===== src/design/fp_pkg.sv =====
package fp_pkg;

    // IEEE-754 single precision layout.
    localparam int FP_DATA_W = 32;
    localparam int FP_MANT_W = 23;   // Stored bits only, the hidden one is implied.
    localparam int FP_EXP_W  = 8;

    localparam int FP_EXP_BIAS = 127;

    // All ones in the exponent field is kept for infinity.
    localparam int FP_EXP_MAX = 254;

    // Result class of one converted lane.
    // It picks how sign, exponent and mantissa are packed.
    typedef enum logic [1:0] {
        CLASS_ZERO,
        CLASS_NORMAL,
        CLASS_INF
    } fp_class_e;

endpackage


===== src/design/qgemm_pkg.sv =====
package qgemm_pkg;

    localparam int LANES_NUM  = 4;
    localparam int LANE_IDX_W = 2;

    // Operand width of the quantized GEMM.
    localparam int BIT_NUM = 8;

    // An 8x8 product fills 16 bits and the remaining 16 bits are headroom
    // for summing along the reduction dimension.
    localparam int ACC_W = 4 * BIT_NUM;

    // Scale write opcodes.
    typedef enum logic [0:0] {
        SCALE_WR_LANE,   // Only the lane given by scale_lane_i is written.
        SCALE_WR_ALL     // Every lane takes the same scale.
    } scale_op_e;

endpackage


===== src/design/scale_regs.sv =====
`timescale 1ns/100ps

module scale_regs (
    input  logic                                               clk_i,
    input  logic                                               rst_n_i,
    input  logic                                               scale_wr_i,
    input  qgemm_pkg::scale_op_e                               scale_op_i,
    input  logic [qgemm_pkg::LANE_IDX_W-1:0]                   scale_lane_i,
    input  logic [fp_pkg::FP_MANT_W-1:0]                       scale_mant_i,
    input  logic [fp_pkg::FP_EXP_W-1:0]                        scale_exp_i,
    output logic [qgemm_pkg::LANES_NUM*fp_pkg::FP_MANT_W-1:0]  mant_scale_vec_o,
    output logic [qgemm_pkg::LANES_NUM*fp_pkg::FP_EXP_W-1:0]   exp_scale_vec_o
);
    import fp_pkg::*;
    import qgemm_pkg::*;

    logic [FP_MANT_W-1:0] mant_q [LANES_NUM];
    logic [FP_EXP_W-1:0]  exp_q  [LANES_NUM];
    logic [LANES_NUM-1:0] lane_sel;

    // One-hot lane select, or all lanes for a broadcast.
    always_comb begin
        lane_sel = '0;
        if (scale_wr_i) begin
            if (scale_op_i == SCALE_WR_ALL) begin
                lane_sel = '1;
            end else begin
                lane_sel[scale_lane_i] = 1'b1;
            end
        end
    end

    always_ff @(posedge clk_i) begin
        if (!rst_n_i) begin
            for (int l = 0; l < LANES_NUM; l++) begin
                mant_q[l] <= '0;                        // Scale of 1.0 after reset.
                exp_q[l]  <= FP_EXP_W'(FP_EXP_BIAS);
            end
        end else begin
            for (int l = 0; l < LANES_NUM; l++) begin
                if (lane_sel[l]) begin
                    mant_q[l] <= scale_mant_i;
                    exp_q[l]  <= scale_exp_i;
                end
            end
        end
    end

    always_comb begin
        for (int l = 0; l < LANES_NUM; l++) begin
            mant_scale_vec_o[l*FP_MANT_W +: FP_MANT_W] = mant_q[l];
            exp_scale_vec_o[l*FP_EXP_W +: FP_EXP_W]    = exp_q[l];
        end
    end

    // Lanes have no path for infinite or subnormal scales.
    a_no_inf_scale: assert property (@(posedge clk_i) disable iff (!rst_n_i)
        scale_wr_i |-> scale_exp_i != '1);

    a_no_sub_scale: assert property (@(posedge clk_i) disable iff (!rst_n_i)
        scale_wr_i |-> scale_exp_i != '0);

endmodule


===== config.mk =====
export PLATFORM = sky130hd
export DESIGN_NAME = scale_regs
export DESIGN_NICKNAME = d
export VERILOG_FILES = /design/src/design/fp_pkg.sv /design/src/design/qgemm_pkg.sv /design/src/design/scale_regs.sv
export SDC_FILE = /design/constraint.sdc
export NUM_CORES = 1
export LEC_CHECK = 0
export BUFFER_PORTS_ARGS = -buffer_cell sky130_fd_sc_hd__buf_2
export CORE_ASPECT_RATIO = 2
export CORE_MARGIN = 5
export CORE_UTILIZATION = 30
export DETAILED_ROUTE_END_ITERATION = 16
export GPL_TIMING_DRIVEN = 1
export PLACE_DENSITY = 0.48
export SYNTH_ARGS = -nofsm -noshare
export SYNTH_HDL_FRONTEND = slang
export SYNTH_SLANG_ARGS = --single-unit

===== constraint.sdc =====
create_clock -name clk_i -period 5 [get_ports clk_i]
set_clock_uncertainty 0.05 [all_clocks]
set_input_delay 0.25 -clock clk_i [delete_from_list [all_inputs] [get_ports clk_i]]
set_output_delay 0.25 -clock clk_i [all_outputs]
set_load 0.02 [all_outputs]

## Word level (Yosys, flattened, before mapping)

Memories as Yosys holds them, arrays and structs flattened.
Cells that the tools add are included.

| word-level totals | value |
|---|---|
| register bits | 0 |
| bits in latches | 0 |
| bits in writable memories | 124 |
| memory bits (read-only) | 0 |
| input bits | 37 |
| memories kept | 2 |

Memory list:

| memory | depth | bits a word | read ports | clocked after memory_dff | wr ports | RTL line | text |
|---|---|---|---|---|---|---|---|
| mant_q | 4 | 23 | 4 | 0 | 4 | scale_regs.sv:17 | `logic [FP_MANT_W-1:0] mant_q [LANES_NUM];` |
| exp_q | 4 | 8 | 4 | 0 | 4 | scale_regs.sv:18 | `logic [FP_EXP_W-1:0] exp_q [LANES_NUM];` |

| cells by class | value |
|---|---|
| $add $sub $neg | 0 |
| multiply operators | 0 |
| divide/modulo/power cells | 0 |
| order comparisons | 2 |
| equal/unequal tests | 0 |
| shift-type cells | 0 |
| muxes and demuxes | 25 |
| bitwise logic cells | 8 |
| reduce and logical (&&, ||, !) cells | 1 |

Operator list:

| cell | number |
|---|---|
| $mux 23 | 4 |
| $mux 8 | 4 |
| $mux 1 | 14 |
| $mux 4 | 2 |
| $or 1x1->1 | 8 |
| $lt 2x3->1 const B | 1 |
| $demux 1 s2 | 1 |
| $ge 2x1->1 const B | 1 |
| $logic_and 1x1->1 | 1 |

## Logic depth before layout (Yosys ltp)

Gate-level depths: netlist of run 1.

| depth | value |
|---|---|
| depth after elaboration | 10 |
| gate-level depth with buffers | 5 |
| gate-level depth less buffers | 2 |

## Least setup slack after synthesis of run 1

No wires, ideal clock.

| timing path | value |
|---|---|
| path type | in2reg |
| start point | input port scale_op_i |
| end point | memory exp_q[0][0] (enable) |
| arrival time | 2875 ps |
| data required time | 4488 ps |
| setup slack | 1613 ps |
| cell stages on the path | 4 |
| buffers on the path | 2 |
| cells stage by stage | buf_4 > o21ba_1 > buf_6 > o21ai_0 |

RTL lines:

| element | RTL line | text |
|---|---|---|
| from (decl) | scale_regs.sv:7 | `input qgemm_pkg::scale_op_e scale_op_i,` |
| to (decl) | scale_regs.sv:18 |  |

==> impl_results.html, run 1 <==
<table>
<tr><th>Metric</th><th>Value</th></tr>
<tr><th colspan="2">Floorplanning</th></tr>
<tr><td>Starting density of the core</td><td>30.4%</td></tr>
<tr><td>Core Footprint</td><td>15,800 um2</td></tr>
<tr><td>Die area</td><td>18,700 um2</td></tr>
<tr><td>Die H</td><td>189 um</td></tr>
<tr><td>Number of top-level pins</td><td>161</td></tr>
<tr><td>Number of standard-cell rows in the floorplan</td><td>65</td></tr>
<tr><td>Horizontal die dimension</td><td>99.4 um</td></tr>
<tr><th colspan="2">Synth</th></tr>
<tr><td>Count of unique library cells instantiated by Yosys</td><td>21</td></tr>
<tr><td>Netlist area before placement</td><td>4790 um2</td></tr>
<tr><td>Proportion of synthesized chip area in sequential cells</td><td>77.7%</td></tr>
<tr><td>Synthesized area divided by synthesized cell count</td><td>15.0 um2</td></tr>
<tr><td>Count of warnings emitted by yosys</td><td>0</td></tr>
<tr><td>Number of storage elements in the synthesis netlist</td><td>124</td></tr>
<tr><td>Post-synth net total</td><td>356</td></tr>
<tr><td>Synthesized instance count</td><td>319</td></tr>
<tr><th colspan="2">Cells and area</th></tr>
<tr><td>Number of inserted diodes</td><td>0</td></tr>
<tr><td>Fillcell total</td><td>1,529</td></tr>
<tr><td>Final nets</td><td>511</td></tr>
<tr><td>Total area of multi-input combinational cells</td><td>935 um2</td></tr>
<tr><td>Share of layout cells above drive strength 1</td><td>44.8%</td></tr>
<tr><td>Area taken by flip-flops and latches</td><td>3720 um2</td></tr>
<tr><td>Layout area overhead</td><td>32.5%</td></tr>
<tr><th colspan="2">Flow run</th></tr>
<tr><td>Max Cap Viol</td><td>0</td></tr>
<tr><th colspan="2">CTS</th></tr>
<tr><td>H-tree depth</td><td>4</td></tr>
<tr><td>Num CTS Buffers</td><td>17</td></tr>
<tr><td>Clock tree from TritonCTS</td><td>yes</td></tr>
<tr><td>Clock root buffer</td><td>clkbuf_16</td></tr>
<tr><td>Clock Pin Slew Worst Setup and Hold Paths</td><td>0.05 ns</td></tr>
<tr><td>Clk sink count</td><td>124</td></tr>
<tr><td>CTS resizes</td><td>0</td></tr>
<tr><td>Deepest clock path buffer count</td><td>2</td></tr>
<tr><td>Hold buffer count at cts</td><td>0</td></tr>
<tr><td>Buffers inserted by post-CTS timing repair</td><td>0</td></tr>
<tr><th colspan="2">Place</th></tr>
<tr><td>Number of port buffers</td><td>160</td></tr>
<tr><td>Weighted congestion reported at the end of routability-driven placement</td><td>0.760</td></tr>
<tr><td>Half-perimeter wire length after detailed placement</td><td>10.1 mm</td></tr>
<tr><td>Setup slack after placement</td><td>2.36 ns</td></tr>
<tr><th colspan="2">Drt</th></tr>
<tr><td>Detailed-route vias per instance</td><td>4.65</td></tr>
<tr><td># DRC</td><td>0</td></tr>
<tr><td>Remaining number of nets flagged by the antenna check after routing</td><td>0</td></tr>
<tr><td>Number of design-rule violations left by the first detailed-router iteration</td><td>168</td></tr>
<tr><td>Mean routed wirelength per cell</td><td>20.4 um</td></tr>
<tr><td>Via count</td><td>3,196</td></tr>
<tr><td>Drt total wl</td><td>14.1 mm</td></tr>
<tr><td>Initial DRT Pass Iterations</td><td>5</td></tr>
<tr><th colspan="2">Timing</th></tr>
<tr><td>Final-report max-slew violation count</td><td>0</td></tr>
<tr><td>Share of the clock period used by the worst path</td><td>44.3%</td></tr>
<tr><td>Transition time of the tightest slew-check pin</td><td>1.13 ns</td></tr>
<tr><td>Crit path setup slack, layout</td><td>2.79 ns</td></tr>
<tr><td>Maximum achievable frequency</td><td>0.452 GHz</td></tr>
<tr><td>Worst slew slack as a fraction of its limit</td><td>24.4%</td></tr>
<tr><td>Count of endpoints failing hold in the final timing report</td><td>0</td></tr>
<tr><td>Setup-violating endpoint count in the final report</td><td>0</td></tr>
<tr><td>Setup repair after global routing missed its margin</td><td>no</td></tr>
<tr><td>Final Hold Slack</td><td>0.246 ns</td></tr>
<tr><td>Final critical delay including setup and external delays</td><td>2.21 ns</td></tr>
<tr><td>Sum Neg Setup Slack</td><td>0 ns</td></tr>
<tr><th colspan="2">Power and ir drop</th></tr>
<tr><td>Clock network fraction of design power</td><td>44.0%</td></tr>
<tr><td>Combinational group share of total power</td><td>11.8%</td></tr>
<tr><td>Sum of internal, switching and leakage power</td><td>2.92 mW</td></tr>
<tr><td>Power density of the placed cells</td><td>459 nW/um2</td></tr>
<tr><td>P_sw</td><td>0.741 mW</td></tr>
<tr><td>Cell internal pwr</td><td>2.18 mW</td></tr>
<tr><td>Reg power frac</td><td>44.2%</td></tr>
<tr><td>Sw Share</td><td>25.4%</td></tr>
<tr><td>Leakage component of the power</td><td>2.57 nW</td></tr>
<tr><td>Maximum VDD drop</td><td>0.000246 V</td></tr>
<tr><th colspan="2">Min path</th></tr>
<tr><td>Path category of the worst min-delay check</td><td>in2reg</td></tr>
<tr><th colspan="2">Setup path</th></tr>
<tr><td>Capturing element type of the critical path</td><td>register</td></tr>
<tr><td>Data required time at the worst endpoint</td><td>4.97 ns</td></tr>
<tr><td>Largest fanout of any net on the critical path</td><td>31</td></tr>
<tr><td>Worst setup path class</td><td>in2reg</td></tr>
<tr><td>Worst path arrival time</td><td>2.18 ns</td></tr>
<tr><td>Startpoint type of the worst setup path</td><td>input pin</td></tr>
<tr><th colspan="2">Global route</th></tr>
<tr><td>GRT Util Overall</td><td>15.0%</td></tr>
<tr><td>Number of antenna violations at the first check in global routing</td><td>0</td></tr>
<tr><td>Maximum number of pins on one net before global-route repair</td><td>49</td></tr>
<tr><td>Via count of the first global-routing pass</td><td>3,383</td></tr>
<tr><td>Wire length of the first global-routing pass</td><td>20.1 mm</td></tr>
<tr><td>GR Overflow Total</td><td>0</td></tr>
<tr><th colspan="2">Outcome</th></tr>
<tr><td>Run status</td><td>completed</td></tr>
</table>
## state kept, by name, indices dropped and copies added (netlist names)
register	count
exp_q	32
mant_q	92
## metal layers
layer  wire length [um]  up-vias  GRT usage (%)  part of all wire [%]
li1                   -     1491              -                     -
met1               4640     1508           14.4                    33
met2               8000      173           28.4                    57
met3                965       24           3.89                   6.9
met4                448        0           7.52                   3.2
met5                  0        -              0                     0
## cell families (layout without fill, tap and decap cells)
logic type             count (synthesis)  count (layout)  share of synthesized area, %
AO/OA/AOI/OAI                         71              71                          9.32
buffers and inverters                 27             195                          3.76
flip-flops                           124             124                          77.7
AND/OR/NAND/NOR                       97              97                          9.19
## worst max-delay path, stage by stage
cell,delay (ns)
buf_2,0.28
o21ba_1,0.57
o21ai_4,1.06
## power groups by stage
| stage | sequential (mW) | clock, mW | combinational, mW |
|---|---|---|---|
| after floorplan | 1.43 | 0 | 0.0849 |
| after global placement | 1.32 | 0 | 0.342 |
| after detailed placement | 1.31 | 0 | 0.348 |
| after CTS | 1.29 | 1.30 | 0.349 |
| after global routing | 1.30 | 1.35 | 0.364 |
| final | 1.29 | 1.28 | 0.343 |
## metrics by stage
stage          std cells  area (um2)  utilization [%]
2_1_floorplan        319        4790                -
3_3_place_gp         656        5730             36.3
3_5_place_dp         656        5730             36.3
4_1_cts              688        6350             40.2
5_1_grt              688        6350             40.2
6_report             688        6350             40.2
## layout make-up
class	count	share of cell area, %
Tap cell	201	3.96
Clock buffer	18	6.76
Sequential cell	124	58.6
Timing Repair Buffer	161	12.7
Multi-Input combinational cell	168	14.7
Inverter	2	0.118
Clock inverter	14	3.07
## cell usage after synthesis
library cell	number	area share [%]
edfxtp_1	124	78
nor2_1	48	3.8
a21oi_1	28	2.9
nand3_1	24	2.5
a21oi_2	21	3.8
o21ai_0	18	1.9
buf_2	14	1.5
nand2_1	14	1.1
and3b_1	7	1.3
buf_6	7	1.6
buf_4	2	0.31
inv_1	2	0.16
nand2b_1	2	0.26
a21boi_0	1	0.16
a21o_1	1	0.16
and2b_1	1	0.16
clkbuf_1	1	0.078
clkbuf_2	1	0.10
nor2b_1	1	0.13
o21ba_1	1	0.21
o21bai_1	1	0.16
## path summary, 6_finish.rpt
| check | from | endpoint | slack (ns) | depth (start not counted) |
|---|---|---|---|---|
| min | scale_exp_i[5] | exp_q[0][5] | 0.25 | 3 |
| max | scale_op_i | mant_q[0][21] | 2.79 | 3 |
## cell usage in the layout, fill, tap and decap left out, types with 3 or more instances in the layout
master / n
and3b_1: 7
nand3_1: 24
clkinvlp_4: 3
clkinv_4: 4
o21ai_0: 14
buf_2: 160
bufinv_16: 4
edfxtp_1: 124
nor2_1: 48
o21ai_4: 4
a21oi_1: 28
nand2_1: 14
clkbuf_16: 17
a21oi_2: 21
No activity file was read; power rests on OpenSTA's default activity.
==> run 2, diff against run 1 <==
==> constraint.sdc (replaced) <==
create_clock -name clk_i -period 2.3 [get_ports clk_i]
set_clock_uncertainty 0.05 [all_clocks]
set_input_delay 0.115 -clock clk_i [delete_from_list [all_inputs] [get_ports clk_i]]
set_output_delay 0.115 -clock clk_i [all_outputs]
set_load 0.02 [all_outputs]
==> run 2 against run 1 <==
Against the previous run:
- via count up 1.8%
- sequential cell count did not move
- first-iteration DRC count is 8.3% higher
- total power is 100% higher
- critical path type unchanged
- non-clock buffer count grew 14
- clock power is 83% higher
- sequential share of layout area down 0.15 points
- critical path depth grew 1
- die area unchanged
- cell area increased by 0.26%
- clock-buffer cell count is the same
==> impl_results.html, run 2 (synthesis gave the netlist of run 1 again) <==
<table>
<tr><th>Metric</th><th>Value</th></tr>
<tr><th colspan="2">CTS</th></tr>
<tr><td>Clock root buffer</td><td>clkbuf_16</td></tr>
<tr><td>Buffers inserted by post-CTS timing repair</td><td>0 (unchanged)</td></tr>
<tr><td>Hold buffer count at cts</td><td>0 (unchanged)</td></tr>
<tr><td>Clk sink count</td><td>124 (unchanged)</td></tr>
<tr><td>H-tree depth</td><td>4 (unchanged)</td></tr>
<tr><td>Clock Pin Slew Worst Setup and Hold Paths</td><td>0.05 ns (about the same)</td></tr>
<tr><td>Deepest clock path buffer count</td><td>2 (unchanged)</td></tr>
<tr><td>Clock tree from TritonCTS</td><td>yes</td></tr>
<tr><td>Num CTS Buffers</td><td>17 (unchanged)</td></tr>
<tr><td>CTS resizes</td><td>0 (unchanged)</td></tr>
<tr><th colspan="2">Drt</th></tr>
<tr><td>Initial DRT Pass Iterations</td><td>4 (-1)</td></tr>
<tr><td>Mean routed wirelength per cell</td><td>20.2 um (-1.2%)</td></tr>
<tr><td>Via count</td><td>3,255 (+1.8%)</td></tr>
<tr><td>Remaining number of nets flagged by the antenna check after routing</td><td>0 (unchanged)</td></tr>
<tr><td># DRC</td><td>0 (unchanged)</td></tr>
<tr><td>Detailed-route vias per instance</td><td>4.66 (+0.24%)</td></tr>
<tr><td>Drt total wl</td><td>14.1 mm (+0.40%)</td></tr>
<tr><td>Number of design-rule violations left by the first detailed-router iteration</td><td>182 (+8.3%)</td></tr>
<tr><th colspan="2">Setup path</th></tr>
<tr><td>Critical path cell sequence</td><td>buf_2 -&gt; inv_1 -&gt; o21ai_4 -&gt; buf_4</td></tr>
<tr><td>Master of the slowest instance on the critical path</td><td>o21ai_4</td></tr>
<tr><td>Capturing element type of the critical path</td><td>register</td></tr>
<tr><td>Data required time at the worst endpoint</td><td>2.34 ns (-2.63 ns)</td></tr>
<tr><td>Worst setup path class</td><td>in2reg</td></tr>
<tr><td>Crit path largest cell delay</td><td>0.35 ns (-0.71 ns)</td></tr>
<tr><td>Largest fanout of any net on the critical path</td><td>14 (-55%)</td></tr>
<tr><td>Startpoint type of the worst setup path</td><td>input pin</td></tr>
<tr><td>Worst path arrival time</td><td>1.28 ns (-0.90 ns)</td></tr>
<tr><th colspan="2">Cells and area</th></tr>
<tr><td>Commonest non-fill, non-tap cells in the layout</td><td>160 x buf_2, 124 x edfxtp_1, 48 x nor2_1, 28 x a21oi_1, 24 x nand3_1</td></tr>
<tr><td>Register containing the most flip-flops in the final layout</td><td>mant_q</td></tr>
<tr><td>Leading cell type in the layout, fill and taps excluded</td><td>buf_2</td></tr>
<tr><td>Final instance count without filler cells</td><td>699 (+1.6%)</td></tr>
<tr><td>Flip-flop count of the largest register, all copies and words added</td><td>92 (unchanged)</td></tr>
<tr><td>Layout area overhead</td><td>32.9%</td></tr>
<tr><td>Fillcell total</td><td>1,524 (-0.33%)</td></tr>
<tr><td>Final nets</td><td>525 (+2.7%)</td></tr>
<tr><td>Finished layout cell area</td><td>6370 um2 (+0.26%)</td></tr>
<tr><td>Regs by FF count</td><td>mant_q (92), exp_q (32)</td></tr>
<tr><td>Number of inserted diodes</td><td>0 (unchanged)</td></tr>
<tr><td>Share of layout cells above drive strength 1</td><td>45.6% (+0.82 points)</td></tr>
<tr><td>Final core utilization</td><td>40.3% (+0.10 points)</td></tr>
<tr><th colspan="2">Power and ir drop</th></tr>
<tr><td>Leakage component of the power</td><td>2.61 nW (+1.2%)</td></tr>
<tr><td>Power density of the placed cells</td><td>929 nW/um2 (+100%)</td></tr>
<tr><td>Maximum VDD drop</td><td>0.000524 V (+110%)</td></tr>
<tr><td>Sum of internal, switching and leakage power</td><td>5.91 mW (+100%)</td></tr>
<tr><th colspan="2">Place</th></tr>
<tr><td>Post-detailed-placement cell area</td><td>5860 um2 (+2.3%)</td></tr>
<tr><td>Number of port buffers</td><td>160 (unchanged)</td></tr>
<tr><td>Setup slack after placement</td><td>0.647 ns (-1.72 ns)</td></tr>
<tr><td>Placed Instances</td><td>670 (+2.1%)</td></tr>
<tr><td>Weighted congestion reported at the end of routability-driven placement</td><td>0.801 (+5.3%)</td></tr>
<tr><td>Half-perimeter wire length after detailed placement</td><td>10.2 mm (about the same)</td></tr>
<tr><th colspan="2">Timing</th></tr>
<tr><td>Worst slew slack as a fraction of its limit</td><td>58.4% (+34 points)</td></tr>
<tr><td>Final-report max-slew violation count</td><td>0 (unchanged)</td></tr>
<tr><td>Sum Neg Setup Slack</td><td>0 ns (unchanged)</td></tr>
<tr><td>Share of the clock period used by the worst path</td><td>54.0%</td></tr>
<tr><td>Transition time of the tightest slew-check pin</td><td>0.623 ns (-0.507 ns)</td></tr>
<tr><td>Count of endpoints failing hold in the final timing report</td><td>0 (unchanged)</td></tr>
<tr><td>Final Hold Slack</td><td>0.0981 ns (-0.148 ns)</td></tr>
<tr><td>Crit path setup slack, layout</td><td>1.06 ns (-1.73 ns)</td></tr>
<tr><td>Maximum achievable frequency</td><td>0.806 GHz</td></tr>
<tr><td>Final critical delay including setup and external delays</td><td>1.24 ns</td></tr>
<tr><td>Setup repair after global routing missed its margin</td><td>no</td></tr>
<tr><td>Setup-violating endpoint count in the final report</td><td>0 (unchanged)</td></tr>
<tr><th colspan="2">Min path</th></tr>
<tr><td>End of the worst hold path</td><td>exp_q[3][3]</td></tr>
<tr><td>Worst hold path cell count</td><td>3 (unchanged)</td></tr>
<tr><td>Worst Hold Launch</td><td>scale_exp_i[3]</td></tr>
<tr><td>Path category of the worst min-delay check</td><td>in2reg</td></tr>
<tr><th colspan="2">Global route</th></tr>
<tr><td>GR Overflow Total</td><td>0 (unchanged)</td></tr>
<tr><td>GRT Util Overall</td><td>15.2% (+0.23 points)</td></tr>
<tr><td>Wire length of the first global-routing pass</td><td>20.6 mm (+2.6%)</td></tr>
<tr><td>Maximum number of pins on one net before global-route repair</td><td>35 (-29%)</td></tr>
<tr><td>Number of antenna violations at the first check in global routing</td><td>0 (unchanged)</td></tr>
<tr><td>Via count of the first global-routing pass</td><td>3,368 (-0.44%)</td></tr>
<tr><th colspan="2">Floorplanning</th></tr>
<tr><td>Die area</td><td>18,700 um2 (unchanged)</td></tr>
<tr><td>Starting density of the core</td><td>30.4% (unchanged)</td></tr>
<tr><td>Core Footprint</td><td>15,800 um2 (unchanged)</td></tr>
<tr><td>Horizontal die dimension</td><td>99.4 um (unchanged)</td></tr>
<tr><td>Number of standard-cell rows in the floorplan</td><td>65 (unchanged)</td></tr>
<tr><td>Number of top-level pins</td><td>161 (unchanged)</td></tr>
<tr><td>Die H</td><td>189 um (unchanged)</td></tr>
<tr><th colspan="2">Outcome</th></tr>
<tr><td>Run status</td><td>completed</td></tr>
<tr><th colspan="2">Flow run</th></tr>
<tr><td>Max Cap Viol</td><td>0 (unchanged)</td></tr>
</table>
## run 2: per-layer routing
layer / global-route usage, % / wire [um] / vias up
li1: - / - / 1514
met3: 3.93 / 951 / 14
met1: 16.0 / 4910 / 1575
met4: 5.21 / 227 / 0
met2: 28.5 / 8020 / 152
met5: 0 / 0 / -
## run 2: how the worst max path moves through the flow
| stage | startpoint | endpoint |
|---|---|---|
| 2_1_floorplan | scale_lane_i[1] | exp_q[1][0] |
| 3_3_place_gp | scale_wr_i | mant_q[0][50] |
| 3_5_place_dp | scale_wr_i | mant_q[0][50] |
| 4_1_cts | scale_wr_i | mant_q[0][53] |
| 5_1_grt | scale_wr_i | mant_q[0][59] |
| 6_report | scale_wr_i | mant_q[0][56] |
## run 2: cell type report
| class | count | area, um2 | area share [%] |
|---|---|---|---|
| flip-flops and latches | 124 | 3720 | 58.5 |
| repair buffers | 175 | 938 | 14.7 |
| multi-input cells | 168 | 935 | 14.7 |
| clock buffers | 18 | 429 | 6.74 |
| well taps | 201 | 251 | 3.95 |
| clock inverters | 11 | 81.3 | 1.28 |
| inverters | 2 | 7.51 | 0.118 |
## run 2: worst max-delay path, delay by kind of cell
| kind | cells | cell delay (ns) |
|---|---|---|
| compound gates | 1 | 0.35 |
| buf+inv | 3 | 0.81 |
## run 2: where the power goes
group	internal [mW]	switching, mW
Clock	1.44	0.904
Sequential	2.72	0.0746
Combinational	0.217	0.559
Total	4.38	1.54
==> run 3, diff against run 2 <==
==> constraint.sdc (replaced) <==
create_clock -name clk_i -period 1.2 [get_ports clk_i]
set_clock_uncertainty 0.05 [all_clocks]
set_input_delay 0.06 -clock clk_i [delete_from_list [all_inputs] [get_ports clk_i]]
set_output_delay 0.06 -clock clk_i [all_outputs]
set_load 0.02 [all_outputs]
==> run 3 against run 2 <==
Against the previous run:
- sequential share of layout area down 2.4 points
- critical endpoint is now mant_scale_vec_o[21]
- cell area up 4.2%
- total power up 95%
- largest cell class unchanged
- worst setup slack worse by 1.0 ns
- first-iteration DRC count down 29%
- die area unchanged
==> impl_results.html, run 3 (synthesis gave the netlist of run 1 again) <==
<table>
<tr><th>Metric</th><th>Value</th></tr>
<tr><th colspan="2">Setup path</th></tr>
<tr><td>Crit path largest cell delay</td><td>0.44 ns (+0.09 ns)</td></tr>
<tr><td>Master of the slowest instance on the critical path</td><td>edfxtp_1</td></tr>
<tr><td>Buffers and inverters on the worst path</td><td>1 (-2)</td></tr>
<tr><td>Data required time at the worst endpoint</td><td>1.09 ns (-1.25 ns)</td></tr>
<tr><td>Startpoint type of the worst setup path</td><td>register</td></tr>
<tr><td>Largest fanout of any net on the critical path</td><td>1 (-13)</td></tr>
<tr><td>Cell class contributing the biggest share of worst-path delay</td><td>flip-flops</td></tr>
<tr><td>Worst path arrival time</td><td>1.03 ns (-0.25 ns)</td></tr>
<tr><td>Worst setup path class</td><td>reg2out</td></tr>
<tr><td>Critical path cell sequence</td><td>buf_2</td></tr>
<tr><td>Capturing element type of the critical path</td><td>output port</td></tr>
<tr><th colspan="2">Drt</th></tr>
<tr><td>Mean routed wirelength per cell</td><td>20.0 um (-0.96%)</td></tr>
<tr><td># DRC</td><td>0 (unchanged)</td></tr>
<tr><td>Initial DRT Pass Iterations</td><td>4 (unchanged)</td></tr>
<tr><td>Remaining number of nets flagged by the antenna check after routing</td><td>0 (unchanged)</td></tr>
<tr><td>Detailed-route vias per instance</td><td>4.66 (about the same)</td></tr>
<tr><td>Number of design-rule violations left by the first detailed-router iteration</td><td>129 (-29%)</td></tr>
<tr><td>Drt total wl</td><td>14.4 mm (+1.7%)</td></tr>
<tr><td>Via count</td><td>3,344 (+2.7%)</td></tr>
<tr><th colspan="2">Cells and area</th></tr>
<tr><td>Layout area overhead</td><td>38.5%</td></tr>
<tr><td>Flip-flop count of the largest register, all copies and words added</td><td>92 (unchanged)</td></tr>
<tr><td>Commonest non-fill, non-tap cells in the layout</td><td>160 x buf_2, 124 x edfxtp_1, 48 x nor2_1, 28 x a21oi_1, 24 x nand3_1</td></tr>
<tr><td>Number of inserted diodes</td><td>0 (unchanged)</td></tr>
<tr><td>Share of layout cells above drive strength 1</td><td>48.4% (+2.8 points)</td></tr>
<tr><td>Final nets</td><td>541 (+3.0%)</td></tr>
<tr><td>Regs by FF count</td><td>mant_q (92), exp_q (32)</td></tr>
<tr><td>Register containing the most flip-flops in the final layout</td><td>mant_q</td></tr>
<tr><td>Leading cell type in the layout, fill and taps excluded</td><td>buf_2</td></tr>
<tr><th colspan="2">Place</th></tr>
<tr><td>Half-perimeter wire length after detailed placement</td><td>10.6 mm (+4.2%)</td></tr>
<tr><td>Number of port buffers</td><td>160 (unchanged)</td></tr>
<tr><td>Weighted congestion reported at the end of routability-driven placement</td><td>0.780 (-2.6%)</td></tr>
<tr><td>Setup slack after placement</td><td>-0.0567 ns (-0.704 ns)</td></tr>
<tr><th colspan="2">Timing</th></tr>
<tr><td>Maximum achievable frequency</td><td>0.877 GHz</td></tr>
<tr><td>Final critical delay including setup and external delays</td><td>1.14 ns</td></tr>
<tr><td>Share of the clock period used by the worst path</td><td>95.1%</td></tr>
<tr><td>Setup-violating endpoint count in the final report</td><td>0 (unchanged)</td></tr>
<tr><td>Worst slew slack as a fraction of its limit</td><td>70.3% (+12 points)</td></tr>
<tr><td>Count of endpoints failing hold in the final timing report</td><td>0 (unchanged)</td></tr>
<tr><td>Sum Neg Setup Slack</td><td>0 ns (unchanged)</td></tr>
<tr><td>Crit path setup slack, layout</td><td>0.0593 ns (-0.999 ns)</td></tr>
<tr><td>Transition time of the tightest slew-check pin</td><td>0.445 ns (-0.178 ns)</td></tr>
<tr><td>Setup repair after global routing missed its margin</td><td>no</td></tr>
<tr><td>Final-report max-slew violation count</td><td>0 (unchanged)</td></tr>
<tr><th colspan="2">Power and ir drop</th></tr>
<tr><td>Power density of the placed cells</td><td>1730 nW/um2 (+87%)</td></tr>
<tr><td>Sum of internal, switching and leakage power</td><td>11.5 mW (+95%)</td></tr>
<tr><td>Maximum VDD drop</td><td>0.000945 V (+80%)</td></tr>
<tr><td>Leakage component of the power</td><td>2.71 nW (+4.1%)</td></tr>
<tr><th colspan="2">Floorplanning</th></tr>
<tr><td>Number of top-level pins</td><td>161 (unchanged)</td></tr>
<tr><td>Core Footprint</td><td>15,800 um2 (unchanged)</td></tr>
<tr><td>Die H</td><td>189 um (unchanged)</td></tr>
<tr><td>Number of standard-cell rows in the floorplan</td><td>65 (unchanged)</td></tr>
<tr><td>Starting density of the core</td><td>30.4% (unchanged)</td></tr>
<tr><td>Horizontal die dimension</td><td>99.4 um (unchanged)</td></tr>
<tr><td>Die area</td><td>18,700 um2 (unchanged)</td></tr>
<tr><th colspan="2">Min path</th></tr>
<tr><td>Worst hold path cell count</td><td>3 (unchanged)</td></tr>
<tr><td>Worst Hold Launch</td><td>scale_mant_i[10]</td></tr>
<tr><td>Path category of the worst min-delay check</td><td>in2reg</td></tr>
<tr><td>End of the worst hold path</td><td>mant_q[0][10]</td></tr>
<tr><th colspan="2">CTS</th></tr>
<tr><td>Clock tree from TritonCTS</td><td>yes</td></tr>
<tr><td>Clock Pin Slew Worst Setup and Hold Paths</td><td>0.06 ns (about the same)</td></tr>
<tr><td>Num CTS Buffers</td><td>17 (unchanged)</td></tr>
<tr><td>Buffers inserted by post-CTS timing repair</td><td>0 (unchanged)</td></tr>
<tr><td>Deepest clock path buffer count</td><td>2 (unchanged)</td></tr>
<tr><td>H-tree depth</td><td>4 (unchanged)</td></tr>
<tr><td>Clock root buffer</td><td>clkbuf_16</td></tr>
<tr><td>Clk sink count</td><td>124 (unchanged)</td></tr>
<tr><td>CTS resizes</td><td>0 (unchanged)</td></tr>
<tr><td>Hold buffer count at cts</td><td>0 (unchanged)</td></tr>
<tr><th colspan="2">Global route</th></tr>
<tr><td>GRT Util Overall</td><td>15.5% (+0.31 points)</td></tr>
<tr><td>Via count of the first global-routing pass</td><td>3,656 (+8.6%)</td></tr>
<tr><td>Number of antenna violations at the first check in global routing</td><td>0 (unchanged)</td></tr>
<tr><td>Maximum number of pins on one net before global-route repair</td><td>31 (-11%)</td></tr>
<tr><td>Wire length of the first global-routing pass</td><td>21.1 mm (+2.7%)</td></tr>
<tr><td>GR Overflow Total</td><td>0 (unchanged)</td></tr>
<tr><th colspan="2">Flow run</th></tr>
<tr><td>Max Cap Viol</td><td>0 (unchanged)</td></tr>
<tr><th colspan="2">Outcome</th></tr>
<tr><td>Run status</td><td>completed</td></tr>
</table>
run 3: how the worst max path moves through the flow:
| stage | from | end | slack (ns) | depth (start not counted) |
|---|---|---|---|---|
| after floorplan | scale_op_i | exp_q[0][0] | -0.24 | 4 |
| after global placement | scale_lane_i[0] | mant_q[0][3] | -0.04 | 4 |
| after detailed placement | scale_op_i | mant_q[0][49] | -0.06 | 4 |
| after CTS | mant_q[0][44] | mant_scale_vec_o[44] | 0.04 | 1 |
| after global routing | mant_q[0][21] | mant_scale_vec_o[21] | 0.04 | 1 |
| final | mant_q[0][21] | mant_scale_vec_o[21] | 0.06 | 1 |
run 3: area by class of cell:
| cell class | count | area [um2] |
|---|---|---|
| clock buffers | 17 | 425 |
| clock inverters | 15 | 103 |
| fillers | 1490 | 9140 |
| inverters | 2 | 11.3 |
| multi-input cells | 168 | 948 |
| flip-flops and latches | 124 | 3720 |
| well taps | 201 | 251 |
| repair buffers | 191 | 1170 |
run 3: power by group:
group / switching [mW] / internal [mW] / leakage (nW)
registers: 0.145 / 5.20 / 1.26
logic: 1.10 / 0.505 / 1.21
clock network: 1.94 / 2.62 / 0.242
run 3: through the flow:
step | utilization [%] | instances | hold WS (ns) | cell area (um2)
finish | 42.0 | 718 | 0.0406 | 6630
global route | 42.0 | 718 | 0.0472 | 6630
CTS | 42.0 | 718 | 0.0231 | 6630
detailed placement | 38.7 | 686 | 0.454 | 6110
global placement | 38.7 | 686 | 0.456 | 6110
floorplan | - | 319 | 0.290 | 4870
run 3: metal layers:
layer  wire length, um  track usage [%]  up-vias  part of all wire, %
li1                  -                -     1552                    -
met1              4970             15.5     1653                   35
met2              8340             29.4      125                   58
met3               740             3.59       14                  5.2
met4               297             7.05        0                  2.1
met5                 0                0        -                    0
